--- src/masku_pkg.sv ---
// Shared mask unit types; lane word fixed at 64 bits, at most MaxBeats beats of up to 16 lanes
package masku_pkg;

  ////////////////////////////////////////////////////////////
  // Sizes
  ////////////////////////////////////////////////////////////

  // Width of one lane word
  localparam int unsigned ElenBits = 64;
  // Lane count used when the top level does not override it
  localparam int unsigned NrLanesDefault = 4;
  // Beats per instruction, also the words per vector register
  localparam int unsigned MaxBeats = 4;
  // Widest lane count the vl field must cover
  localparam int unsigned MaxLanes = 16;

  // Bits of a beat index
  localparam int unsigned BeatBits = $clog2(MaxBeats);
  // vl must hold MaxBeats * MaxLanes * ElenBits itself, hence the extra bit
  localparam int unsigned VlenBits = $clog2(MaxBeats * MaxLanes * ElenBits) + 1;
  localparam int unsigned VregBits = 5;
  // VRF word address is vd * MaxBeats + beat
  localparam int unsigned VaddrBits = VregBits + BeatBits;

  ////////////////////////////////////////////////////////////
  // Scalar types
  ////////////////////////////////////////////////////////////

  typedef logic [ElenBits-1:0]  elen_t;
  typedef logic [2:0]           vid_t;
  typedef logic [VlenBits-1:0]  vlen_t;
  typedef logic [VregBits-1:0]  vreg_t;
  typedef logic [VaddrBits-1:0] vaddr_t;
  typedef logic [BeatBits-1:0]  beat_t;

  ////////////////////////////////////////////////////////////
  // Structures
  ////////////////////////////////////////////////////////////

  // Instruction from the sequencer
  typedef struct packed {
    vid_t  id;
    // Vector length in bits
    vlen_t vl;
    vreg_t vd;
    // High means unmasked
    logic  vm;
  } masku_req_t;

  // One queued write towards a lane
  typedef struct packed {
    vid_t   id;
    vaddr_t addr;
    elen_t  wdata;
  } masku_result_t;

endpackage

--- src/masku_operand_if.sv ---
// Lane operand bundle; each lane sends a, b and m words, a beat takes all lanes in one cycle
`timescale 1ns/10ps

interface masku_operand_if #(
  parameter int unsigned NrLanes = masku_pkg::NrLanesDefault
) ();
  import masku_pkg::*;

  // Operand a, the ALU result
  elen_t [NrLanes-1:0] a;
  logic  [NrLanes-1:0] a_valid;
  logic  [NrLanes-1:0] a_ready;

  // Operand b, old value of the destination
  elen_t [NrLanes-1:0] b;
  logic  [NrLanes-1:0] b_valid;
  logic  [NrLanes-1:0] b_ready;

  // Operand m, the mask bits
  elen_t [NrLanes-1:0] m;
  logic  [NrLanes-1:0] m_valid;
  logic  [NrLanes-1:0] m_ready;

  // Handshake side, owned by the instruction controller
  modport ctrl (input a_valid, b_valid, m_valid, output a_ready, b_ready, m_ready);
  // Data side, read by the merge ALU
  modport alu (input a, b, m);
  // Lane side, driven from the top-level ports
  modport lanes (
    output a, b, m, a_valid, b_valid, m_valid,
    input  a_ready, b_ready, m_ready
  );

endinterface

--- src/masku_insn_ctrl.sv ---
// Holds one instruction at a time; beats past MaxBeats are not issued, vl of 0 still runs one beat
`timescale 1ns/10ps

module masku_insn_ctrl #(
  parameter int unsigned NrLanes = masku_pkg::NrLanesDefault
) (
  input  logic                   clk_i,
  input  logic                   rst_ni,
  // Sequencer side
  input  masku_pkg::masku_req_t  req_i,
  input  logic                   req_valid_i,
  output logic                   req_ready_o,
  // Lane operand handshakes
  masku_operand_if.ctrl          opnd,
  // Current instruction and beat for the merge ALU
  output masku_pkg::masku_req_t  insn_o,
  output masku_pkg::beat_t       beat_o,
  // Result queue side
  output logic                   push_o,
  output masku_pkg::vaddr_t      push_addr_o,
  input  logic                   full_i,
  input  logic                   retire_i,
  // Completion
  output logic                   done_valid_o,
  output masku_pkg::vid_t        done_id_o
);
  import masku_pkg::*;

  // Bits covered by one beat over all lanes
  localparam int unsigned BeatWidth = NrLanes * ElenBits;

  // Counts run from 0 to MaxBeats inclusive
  typedef logic [BeatBits:0] cnt_t;

  ////////////////////////////////////////////////////////////
  // Instruction slot
  ////////////////////////////////////////////////////////////

  masku_req_t insn_q;
  logic       insn_valid_q;
  cnt_t       issue_cnt_q;
  cnt_t       commit_cnt_q;
  logic       done_valid_q;
  vid_t       done_id_q;

  logic       accept;
  logic       fire;
  logic       last_retire;
  vlen_t      beats_raw;
  cnt_t       beats_total;

  // Free slot means we can take the next instruction
  assign req_ready_o = !insn_valid_q;
  assign accept      = req_valid_i && req_ready_o;

  // Beat total, rounded up and clamped to 1..MaxBeats
  always_comb begin
    beats_raw = (insn_q.vl + vlen_t'(BeatWidth - 1)) / vlen_t'(BeatWidth);
    if (beats_raw == '0) begin
      beats_total = cnt_t'(1);
    end else if (beats_raw > vlen_t'(MaxBeats)) begin
      beats_total = cnt_t'(MaxBeats);
    end else begin
      beats_total = cnt_t'(beats_raw);
    end
  end

  ////////////////////////////////////////////////////////////
  // Operand acceptance
  ////////////////////////////////////////////////////////////

  // All lanes together, mask only when vm is low, and room in the queue
  assign fire = insn_valid_q && (issue_cnt_q < beats_total) && !full_i &&
                (&opnd.a_valid) && (&opnd.b_valid) &&
                (insn_q.vm || (&opnd.m_valid));

  assign opnd.a_ready = {NrLanes{fire}};
  assign opnd.b_ready = {NrLanes{fire}};
  // Unmasked instructions leave the mask words alone
  assign opnd.m_ready = {NrLanes{fire && !insn_q.vm}};

  assign insn_o      = insn_q;
  assign beat_o      = issue_cnt_q[BeatBits-1:0];
  assign push_o      = fire;
  assign push_addr_o = vaddr_t'(insn_q.vd) * vaddr_t'(MaxBeats) + vaddr_t'(beat_o);

  // Final beat leaves the queue in this cycle
  assign last_retire = retire_i && (commit_cnt_q == beats_total - cnt_t'(1));

  ////////////////////////////////////////////////////////////
  // State
  ////////////////////////////////////////////////////////////

  always_ff @(posedge clk_i or negedge rst_ni) begin
    if (!rst_ni) begin
      insn_valid_q <= 1'b0;
      issue_cnt_q  <= '0;
      commit_cnt_q <= '0;
      done_valid_q <= 1'b0;
    end else begin
      done_valid_q <= last_retire;
      if (accept) begin
        insn_valid_q <= 1'b1;
        issue_cnt_q  <= '0;
        commit_cnt_q <= '0;
      end else begin
        if (fire) begin
          issue_cnt_q <= issue_cnt_q + cnt_t'(1);
        end
        if (retire_i) begin
          commit_cnt_q <= commit_cnt_q + cnt_t'(1);
        end
        // Slot frees together with the done pulse
        if (last_retire) begin
          insn_valid_q <= 1'b0;
        end
      end
    end
  end

  // Held instruction and id of the finished one
  always_ff @(posedge clk_i) begin
    if (accept) begin
      insn_q <= req_i;
    end
    if (last_retire) begin
      done_id_q <= insn_q.id;
    end
  end

  assign done_valid_o = done_valid_q;
  assign done_id_o    = done_id_q;

endmodule

--- src/masku_merge_alu.sv ---
// Purely combinational bit merge; lane l owns bits l*64 to l*64+63 of the beat word
`timescale 1ns/10ps

module masku_merge_alu #(
  parameter int unsigned NrLanes = masku_pkg::NrLanesDefault
) (
  input  masku_pkg::masku_req_t               insn_i,
  input  masku_pkg::beat_t                    beat_i,
  masku_operand_if.alu                        opnd,
  output masku_pkg::elen_t      [NrLanes-1:0] wdata_o
);
  import masku_pkg::*;

  localparam int unsigned BeatWidth = NrLanes * ElenBits;

  // First global bit index of this beat
  vlen_t beat_base;
  // Body bits still left at the start of the beat
  vlen_t body_left;
  // Enable per lane, body and mask combined
  elen_t [NrLanes-1:0] bit_en;

  ////////////////////////////////////////////////////////////
  // Bit enables
  ////////////////////////////////////////////////////////////

  always_comb begin
    beat_base = vlen_t'(beat_i) * vlen_t'(BeatWidth);
    // Tail beats past vl get no body bits
    body_left = (insn_i.vl > beat_base) ? (insn_i.vl - beat_base) : '0;

    for (int l = 0; l < NrLanes; l++) begin
      for (int i = 0; i < ElenBits; i++) begin
        // Global index below vl
        bit_en[l][i] = vlen_t'(l * ElenBits + i) < body_left;
      end
      // Masked instructions also need the matching m bit
      if (!insn_i.vm) begin
        bit_en[l] = bit_en[l] & opnd.m[l];
      end
    end
  end

  ////////////////////////////////////////////////////////////
  // Merge
  ////////////////////////////////////////////////////////////

  // Enabled bits take a, others keep the old destination b
  always_comb begin
    for (int l = 0; l < NrLanes; l++) begin
      wdata_o[l] = (opnd.a[l] & bit_en[l]) | (opnd.b[l] & ~bit_en[l]);
    end
  end

endmodule

--- src/masku_result_queue.sv ---
// Two beats deep; push must not come while full_o is high, every lane gets its own req/gnt
`timescale 1ns/10ps

module masku_result_queue #(
  parameter int unsigned NrLanes = masku_pkg::NrLanesDefault
) (
  input  logic                                 clk_i,
  input  logic                                 rst_ni,
  // Write side from the controller and the merge ALU
  input  logic                                 push_i,
  input  masku_pkg::vaddr_t                    push_addr_i,
  input  masku_pkg::vid_t                      push_id_i,
  input  masku_pkg::elen_t       [NrLanes-1:0] wdata_i,
  output logic                                 full_o,
  output logic                                 retire_o,
  // Write-back to the lanes
  output logic                   [NrLanes-1:0] result_req_o,
  output masku_pkg::vaddr_t      [NrLanes-1:0] result_addr_o,
  output masku_pkg::vid_t        [NrLanes-1:0] result_id_o,
  output masku_pkg::elen_t       [NrLanes-1:0] result_wdata_o,
  input  logic                   [NrLanes-1:0] result_gnt_i
);
  import masku_pkg::*;

  localparam int unsigned Depth   = 2;
  localparam int unsigned PtrBits = $clog2(Depth);

  ////////////////////////////////////////////////////////////
  // Storage and pointers
  ////////////////////////////////////////////////////////////

  masku_result_t [Depth-1:0][NrLanes-1:0] entry_q;
  logic          [Depth-1:0][NrLanes-1:0] valid_q;
  logic          [Depth-1:0][NrLanes-1:0] valid_d;
  logic          [PtrBits-1:0]            wr_ptr_q;
  logic          [PtrBits-1:0]            rd_ptr_q;
  // Entries written and not yet retired
  logic          [PtrBits:0]              cnt_q;

  // Lanes of the head entry still waiting after this cycle's grants
  logic          [NrLanes-1:0]            rd_left;
  logic                                   retire;

  assign full_o = (cnt_q == (PtrBits + 1)'(Depth));

  always_comb begin
    valid_d = valid_q;
    // Grant clears the lane's request on this edge
    rd_left           = valid_q[rd_ptr_q] & ~result_gnt_i;
    valid_d[rd_ptr_q] = rd_left;
    // Head retires once no lane still asks
    retire = (cnt_q != '0) && (rd_left == '0);
    // New beat requests on every lane
    if (push_i) begin
      valid_d[wr_ptr_q] = '1;
    end
  end

  assign retire_o = retire;

  always_ff @(posedge clk_i or negedge rst_ni) begin
    if (!rst_ni) begin
      valid_q  <= '0;
      wr_ptr_q <= '0;
      rd_ptr_q <= '0;
      cnt_q    <= '0;
    end else begin
      valid_q <= valid_d;
      // Pointers wrap by width since Depth is a power of two
      if (push_i) begin
        wr_ptr_q <= wr_ptr_q + 1'b1;
      end
      if (retire) begin
        rd_ptr_q <= rd_ptr_q + 1'b1;
      end
      cnt_q <= cnt_q + (PtrBits + 1)'(push_i) - (PtrBits + 1)'(retire);
    end
  end

  // Payload written with the beat
  always_ff @(posedge clk_i) begin
    if (push_i) begin
      for (int l = 0; l < NrLanes; l++) begin
        entry_q[wr_ptr_q][l] <= '{id: push_id_i, addr: push_addr_i, wdata: wdata_i[l]};
      end
    end
  end

  ////////////////////////////////////////////////////////////
  // Lane outputs
  ////////////////////////////////////////////////////////////

  // Head entry stays stable until its lane is granted
  always_comb begin
    for (int l = 0; l < NrLanes; l++) begin
      result_req_o[l]   = valid_q[rd_ptr_q][l];
      result_addr_o[l]  = entry_q[rd_ptr_q][l].addr;
      result_id_o[l]    = entry_q[rd_ptr_q][l].id;
      result_wdata_o[l] = entry_q[rd_ptr_q][l].wdata;
    end
  end

endmodule

--- src/masku_top.sv ---
// Mask unit top; one instruction in flight, whole words written, NrLanes up to 16
`timescale 1ns/10ps

module masku_top #(
  parameter int unsigned NrLanes = masku_pkg::NrLanesDefault
) (
  input  logic                                clk_i,
  input  logic                                rst_ni,
  // Sequencer
  input  masku_pkg::masku_req_t               req_i,
  input  logic                                req_valid_i,
  output logic                                req_ready_o,
  // Lane operands
  input  masku_pkg::elen_t      [NrLanes-1:0] operand_a_i,
  input  masku_pkg::elen_t      [NrLanes-1:0] operand_b_i,
  input  masku_pkg::elen_t      [NrLanes-1:0] operand_m_i,
  input  logic                  [NrLanes-1:0] operand_a_valid_i,
  input  logic                  [NrLanes-1:0] operand_b_valid_i,
  input  logic                  [NrLanes-1:0] operand_m_valid_i,
  output logic                  [NrLanes-1:0] operand_a_ready_o,
  output logic                  [NrLanes-1:0] operand_b_ready_o,
  output logic                  [NrLanes-1:0] operand_m_ready_o,
  // Lane write-back
  output logic                  [NrLanes-1:0] result_req_o,
  output masku_pkg::vaddr_t     [NrLanes-1:0] result_addr_o,
  output masku_pkg::vid_t       [NrLanes-1:0] result_id_o,
  output masku_pkg::elen_t      [NrLanes-1:0] result_wdata_o,
  input  logic                  [NrLanes-1:0] result_gnt_i,
  // Completion
  output logic                                done_valid_o,
  output masku_pkg::vid_t                     done_id_o
);
  import masku_pkg::*;

  masku_req_t          insn;
  beat_t               beat;
  logic                push;
  vaddr_t              push_addr;
  logic                full;
  logic                retire;
  elen_t [NrLanes-1:0] wdata;

  ////////////////////////////////////////////////////////////
  // Operand bundle
  ////////////////////////////////////////////////////////////

  masku_operand_if #(.NrLanes(NrLanes)) opnd_if ();

  // Lane side of the bundle
  assign opnd_if.a         = operand_a_i;
  assign opnd_if.b         = operand_b_i;
  assign opnd_if.m         = operand_m_i;
  assign opnd_if.a_valid   = operand_a_valid_i;
  assign opnd_if.b_valid   = operand_b_valid_i;
  assign opnd_if.m_valid   = operand_m_valid_i;
  assign operand_a_ready_o = opnd_if.a_ready;
  assign operand_b_ready_o = opnd_if.b_ready;
  assign operand_m_ready_o = opnd_if.m_ready;

  ////////////////////////////////////////////////////////////
  // Submodules
  ////////////////////////////////////////////////////////////

  masku_insn_ctrl #(.NrLanes(NrLanes)) insn_ctrl_i (
    .clk_i,
    .rst_ni,
    .req_i,
    .req_valid_i,
    .req_ready_o,
    .opnd         (opnd_if.ctrl),
    .insn_o       (insn),
    .beat_o       (beat),
    .push_o       (push),
    .push_addr_o  (push_addr),
    .full_i       (full),
    .retire_i     (retire),
    .done_valid_o,
    .done_id_o
  );

  masku_merge_alu #(.NrLanes(NrLanes)) merge_alu_i (
    .insn_i  (insn),
    .beat_i  (beat),
    .opnd    (opnd_if.alu),
    .wdata_o (wdata)
  );

  // Id comes from the held instruction, same for every beat
  masku_result_queue #(.NrLanes(NrLanes)) result_queue_i (
    .clk_i,
    .rst_ni,
    .push_i         (push),
    .push_addr_i    (push_addr),
    .push_id_i      (insn.id),
    .wdata_i        (wdata),
    .full_o         (full),
    .retire_o       (retire),
    .result_req_o,
    .result_addr_o,
    .result_id_o,
    .result_wdata_o,
    .result_gnt_i
  );

endmodule

--- config.mk ---
export PLATFORM = sky130hd
export DESIGN_NAME = masku_top
export DESIGN_NICKNAME = d
export VERILOG_FILES = /design/src/masku_pkg.sv /design/src/masku_operand_if.sv /design/src/masku_insn_ctrl.sv /design/src/masku_merge_alu.sv /design/src/masku_result_queue.sv /design/src/masku_top.sv
export SDC_FILE = /design/constraint.sdc
export NUM_CORES = 1
export LEC_CHECK = 0
export BUFFER_PORTS_ARGS = -buffer_cell sky130_fd_sc_hd__buf_2
export CAP_MARGIN = 40
export CORE_AREA = 4 4 439 441
export CTS_CLUSTER_SIZE = 24
export DETAILED_ROUTE_END_ITERATION = 7
export DIE_AREA = 0 0 443 445
export HOLD_SLACK_MARGIN = 0.02
export PLACE_DENSITY = 0.37
export SETUP_SLACK_MARGIN = 0.15
export SKIP_LAST_GASP = 1
export SLEW_MARGIN = 25
export SYNTH_ARGS = -nofsm -noshare
export SYNTH_HDL_FRONTEND = slang
export SYNTH_HIERARCHICAL = 1
export SYNTH_SLANG_ARGS = --single-unit
--- constraint.sdc ---
create_clock -name clk_i -period 11.45 [get_ports clk_i]
set_input_delay 2.8625 -clock clk_i [delete_from_list [all_inputs] [get_ports clk_i]]
set_output_delay 2.8625 -clock clk_i [all_outputs]
set_load 0.02 [all_outputs]
Word-level counts from Yosys, hierarchy flattened. Cells that the tools add are included.

Bitwise operators: 23. Add/sub/neg operators: 10. Reductions and logical operators: 24. Equal/unequal tests: 2. Multiplexer cells: 35. Magnitude comparators: 263.

Operators by type and width (number): $bwmux W592 (4); $lt A8 B13 Y1 const A (128); $demux W296 S1 (4); $mux W296 (3); $lt A7 B13 Y1 const A (64); $and A64 B64 Y64 (12); $lt A6 B13 Y1 const A (32); $mux W64 (4); $not A64 Y64 (4); $or A64 B64 Y64 (4); $mux W222 (1); $lt A5 B13 Y1 const A (16); $mux W148 (1); $lt A4 B13 Y1 const A (8); $mux W74 (1); $lt A3 B13 Y1 const A (4); $lt A1 B13 Y1 const A (2); $lt A2 B13 Y1 const A (2); $mux W3 (6); $mux W4 (4); $add A13 B8 Y13 const B (1); $gt A13 B10 Y1 (1); $logic_not A13 Y1 (1); $mux W13 (1); other kinds (26) (49).

Register bits after elaboration: 637. Output and inout bits: 317. Bits of input ports: 809. Word-level logic and storage cells: 395.

Longest topological paths before layout.
Depth after elaboration: 12. Gate-level depth with buffers: 13. Depth with buffers taken out: 11.

Cells and area by module. Netlist, hierarchy kept.

Modules (own cells, without submodules): masku_result_queue (area an instance 21538.2 µm², cells an instance 1100, seq. area each 16876.2 µm², instances 1); masku_merge_alu (area an instance 6128.4 µm², cells an instance 730, seq. area each 0.0 µm², instances 1); masku_insn_ctrl (area an instance 1604.0 µm², cells an instance 119, seq. area each 950.9 µm², instances 1).

Worst setup path before layout. No wires, ideal clock.

Path kind: input to register. Start: in operand_a_valid_i[3]. End: reg result_queue_i/entry_q[296] (netlist name) (enable). Library setup time: 626 ps. Slack: 1099 ps. Path buffers: 0. Stages on the path: 5. Required time: 10824 ps. Arrival: 9725 ps. Cells stage by stage: nand2_1 > or4_4 > nor4b_2 > nand2_1 > inv_1.

Longest elaborated chain between the ends: 4.

Ends and longest elaborated chain: from (decl) (RTL line masku_top.sv:17) `input logic [NrLanes-1:0] operand_a_valid_i,`; $reduce_and A4 Y1 (RTL line masku_insn_ctrl.sv:74) `(&opnd.a_valid) && (&opnd.b_valid) &&`; $logic_and A1 B1 Y1 (RTL line masku_insn_ctrl.sv:73) `assign fire = insn_valid_q && (issue_cnt_q < beats_total) && !full_i &&`; $logic_and A1 B1 Y1 (2 in a row) (RTL line masku_insn_ctrl.sv:74); net push (RTL line masku_top.sv:37) `logic push;`; to (signal, indexed assignment) (RTL line masku_result_queue.sv:84) `entry_q[wr_ptr_q][l] <= '{id: push_id_i, addr: push_addr_i, wdata: wdata_i[l]};`; to (decl) (RTL line masku_result_queue.sv:32) `masku_result_t [Depth-1:0][NrLanes-1:0] entry_q;`.

The timed path passes the listed nets, and every way through them passes these cells. A chain may end at the register's enable or synchronous reset.

Worst setup path after layout.
Start: in operand_a_valid_i[3]. End: out operand_m_ready_o[2].

Longest elaborated chain between the ends: 5.

Ends and longest elaborated chain: $reduce_and A4 Y1 (RTL line masku_insn_ctrl.sv:74); $logic_and A1 B1 Y1 (RTL line masku_insn_ctrl.sv:73); $logic_and A1 B1 Y1 (2 in a row) (RTL line masku_insn_ctrl.sv:74); $logic_and A1 B1 Y1 (RTL line masku_insn_ctrl.sv:80) `assign opnd.m_ready = {NrLanes{fire && !insn_q.vm}};`; to (decl) (RTL line masku_top.sv:22) `output logic [NrLanes-1:0] operand_m_ready_o,`.

Every way passes these cells.

==> key figures <==
Outcome
  – Outcome: finished clean

CTS
  – Clock-pin slew on the worst setup and hold paths: 50 ps
  – Post-cts resize count: 0
  – CTS Buf Count: 81
  – CTS tree: yes
  – H-tree levels: 3
  – # Post-CTS Setup Buffers: 0
  – CTS Buffer Depth: 3
  – Clock latency on the worst-skew pair: 690 ps
  – Root Buffer: clkbuf_16
  – Hold_buf cts: 0
  – Clock sink count: 597

Worst setup path
  – Worst EP required: 8590 ps
  – Crit path buffers/inverters: 3
  – Critical path arrival: 4640 ps
  – Cells along the critical path: buf_2, nand2_1, or4_4, nor4b_2, buf_4, nor2b_1, buf_2
  – Slowest-stage cell, CP: or4_4
  – Cell family with most CP delay: simple AND/OR/NAND/NOR gates
  – Crit end category: output pin
  – Slowest cell delay on critical path: 500 ps
  – Startpoint types: input port
  – Most numerous cell on the critical path: buf_2
  – Crit Path Max Fanout: 10
  – Critical path class: input port to output pin

Power and ir drop
  – Gate power share: 32.9%
  – Pint: 0.00482 W
  – Leakage power: 15.4 nW
  – PD cells: 183 nW/um^2
  – Clk pwr share: 33.3%
  – Maximum vdd drop: 0.138 mV
  – Net load switching power: 0.00269 W
  – Net Sw Frac: 35.8%
  – Sequential fraction of design power: 33.8%

Global route
  – Antenna violations before repair: 120
  – GRT Total Usage: 19.0%
  – Congestion Overflow GR: 0
  – First-pass GRT wire length: 244000 um
  – Largest net degree at the start of global routing: 122
  – Vias in the first global route: 23400

Synthesis
  – Top FF cell, synth: edfxtp_1
  – Post-synth EDFFs: 577
  – Syn nets: 2766
  – Yosys cell types: 64
  – Synthesized area: 29300 um^2
  – Syn Inst Count: 1949
  – Synth Area per Inst: 15.0 um^2
  – Synth top area cells: edfxtp_1 59%, mux2_2 18%, o221ai_1 6.2%
  – Area share of the largest cell type after synthesis: 59.2%
  – Sequential element share of the synthesized area: 60.9%
  – Yosys warning total: 6
  – Post-synth ARST share: 3.35%
  – Synthesized flop and latch total: 597
  – Dominant cell type by area after synthesis: edfxtp_1

Final layout
  – Final std cell area, no fill: 41000 um^2
  – Post-layout net count: 3874
  – Layout cells sized above 1: 59.5%
  – Area Growth Syn to Fin: 40.0%
  – Filler instances: 20400

Timing
  – Hold Vio Cnt, Final: 0
  – Setup TNS: 0 ps
  – Max Clk Rate: 133 MHz
  – Max-slew headroom: 21.9%
  – Min Tclk post-route: 7500 ps
  – Final period utilization: 65.5%
  – Skew final: 38.6 ps
  – Setup violators final: 0
  – Unrepaired setup endpoints after global routing: no
  – Final Max Slew Viols: 0
  – Worst Tran Pin Value: 1170 ps

Placement
  – I/O Buffers: 1125
  – Area of placed instances: 38300 um^2
  – GP Congestion: 0.903
  – Hpwl dp: 154000 um

Floorplan
  – Die Y: 445 um
  – Die width: 443 um
  – # IOs: 1126
  – Site row count: 160
  – Die area: 197000 um^2
  – Starting density of the core: 15.5%
  – Core Area: 189000 um^2

Drt
  – Drt wl/cell: 34.5 um
  – Via count: 23600
  – Post-route DRC: 0
  – First-pass iteration count of the detailed router: 8
  – Initial DRC Count: 1751
  – Via density: 4.17
  – Routed WL: 196000 um
  – Final antenna-violating net count: 0

Worst hold path
  – Worst Hold Class: register to register

Flow run
  – MaxCap Viol Count: 0
==> cell type report <==
class / count / area (um^2) / area share (%)
Sequential cell: 597 / 17800 / 43.5
Clock inverter: 46 / 457 / 1.11
Tap cell: 2511 / 3140 / 7.67
Antenna cell: 32 / 80.1 / 0.195
Multi-Input combinational cell: 1154 / 10800 / 26.3
Timing Repair Buffer: 1204 / 6470 / 15.8
Clock buffer: 101 / 2140 / 5.23
Inverter: 19 / 86.3 / 0.211
==> flip-flops by register name, summed over array words and instances (netlist names) <==
register	count
insn_ctrl_i/insn_valid_q	1
insn_ctrl_i/commit_cnt_q	3
insn_ctrl_i/issue_cnt_q	3
insn_ctrl_i/insn_o	22
result_queue_i/valid_q	8
result_queue_i/cnt_q	2
result_queue_i/entry_q	552
insn_ctrl_i/done_id_o	3
result_queue_i/rd_ptr_q	1
insn_ctrl_i/done_valid_o	1
result_queue_i/wr_ptr_q	1
==> synth_stat cells (all sizes together), types with 3 or more instances <==
cell type / n
edfxtp: 577
mux2: 536
o221ai: 208
buf: 106
and2: 81
nor2b: 79
clkbuf: 73
nand2: 39
o22ai: 31
nor2: 30
a21oi: 22
dfrtp: 20
o21ai: 20
inv: 19
nor3: 11
nand3: 9
ha: 7
nor4: 6
a31oi: 5
o211ai: 5
xnor2: 5
a21boi: 4
nand4: 4
xor2: 4
a41oi: 3
and3: 3
nand2b: 3
nor3b: 3
nor4b: 3
or3: 3
or4: 3
==> cell families (layout without fill, tap and decap cells) <==
logic type | after synthesis | count (layout) | share of synthesized area [%]
xor gates and xnor gates | 9 | 9 | 0.269
AOI/OAI and AO/OA | 315 | 315 | 8.65
muxes | 538 | 538 | 20.8
other | 0 | 32 | 0
and+or+nand+nor | 284 | 284 | 5.67
adders and majority gates | 8 | 8 | 0.368
DFF | 597 | 597 | 60.9
buffers and inverters | 198 | 1370 | 3.38
==> worst paths after layout <==
kind	from	end	slack, ps	cells after the start
worst min register to register	result_queue_i/valid_q[4]$_DFF_PN0_	result_queue_i/valid_q[4]$_DFF_PN0_	480	2
worst max register to register	insn_ctrl_i/insn_o[8]$_DFFE_PP_	result_queue_i/entry_q[176]$_DFFE_PP_	6490	10
min in group asynchronous	rst_ni	result_queue_i/wr_ptr_q$_DFFE_PN0P_	2160	1
worst max-delay path	operand_a_valid_i[3]	operand_m_ready_o[2]	3950	7
max in group asynchronous	rst_ni	result_queue_i/rd_ptr_q$_DFFE_PN0P_	8870	1
worst min-delay path	result_queue_i/valid_q[4]$_DFF_PN0_	result_queue_i/valid_q[4]$_DFF_PN0_	480	2
==> routing by layer <==
layer | global-route usage (%) | vias up | share of wire, %
met5 | 0 | - | 0.065
met4 | 5.43 | 22 | 2.7
met3 | 4.67 | 296 | 6.9
met2 | 33.3 | 1156 | 50
met1 | 22.9 | 12100 | 40
li1 | - | 10000 | -
==> layout by cell type (no fill, tap or decap), types with 6 or more instances in the layout <==
master     Yosys  routed
buf_2         59    1130
buf_16         0       7
nand2_1       39      38
and2_1        81      77
nor2_1        30      18
clkbuf_16      0      81
inv_6          0       6
inv_1         19      17
dfrtp_1       20      18
buf_4         44      57
nor2_4         0      12
ha_1           7       7
clkinv_2       0      13
diode_2        0      32
buf_12         0       8
mux2_2       473     473
mux2_1        61      61
o22ai_1       31      31
a21oi_4        0       9
clkinv_1       0      11
o221ai_1     208     207
clkbuf_1      73      16
a21oi_1       22      13
edfxtp_1     577     577
nor2b_1       79      79
nand3_1        8       6
o21ai_0       19      19
==> power by group through the flow <==
stage	registers (W)	clock network [W]	logic [W]
6_report	0.00253	0.00250	0.00247
5_1_grt	0.00254	0.00268	0.00259
4_1_cts	0.00254	0.00261	0.00254
3_5_place_dp	0.00258	0	0.00253
3_3_place_gp	0.00260	0	0.00247
2_1_floorplan	0.00253	0	0.00135
==> tightest hold or removal path, stage by stage, from the launching register on <==
cell     delay (ps)
dfrtp_1         340
nand2_1          50
nand2_1          50
==> through the flow <==
stage / hold WS (ps) / cells / utilization [%] / setup slack (ps) / power, W
6_report: 475 / 5664 / 21.7 / 3950 / 0.00750
5_1_grt: 508 / 5642 / 21.6 / 3770 / 0.00782
3_5_place_dp: 462 / 5484 / 20.2 / 3930 / 0.00511
2_1_floorplan: 440 / 1949 / - / 1100 / 0.00388
4_1_cts: 474 / 5631 / 21.6 / 3920 / 0.00768
3_3_place_gp: 455 / 5459 / 20.0 / 3650 / 0.00508
No activity file was read; power rests on OpenSTA's default activity.
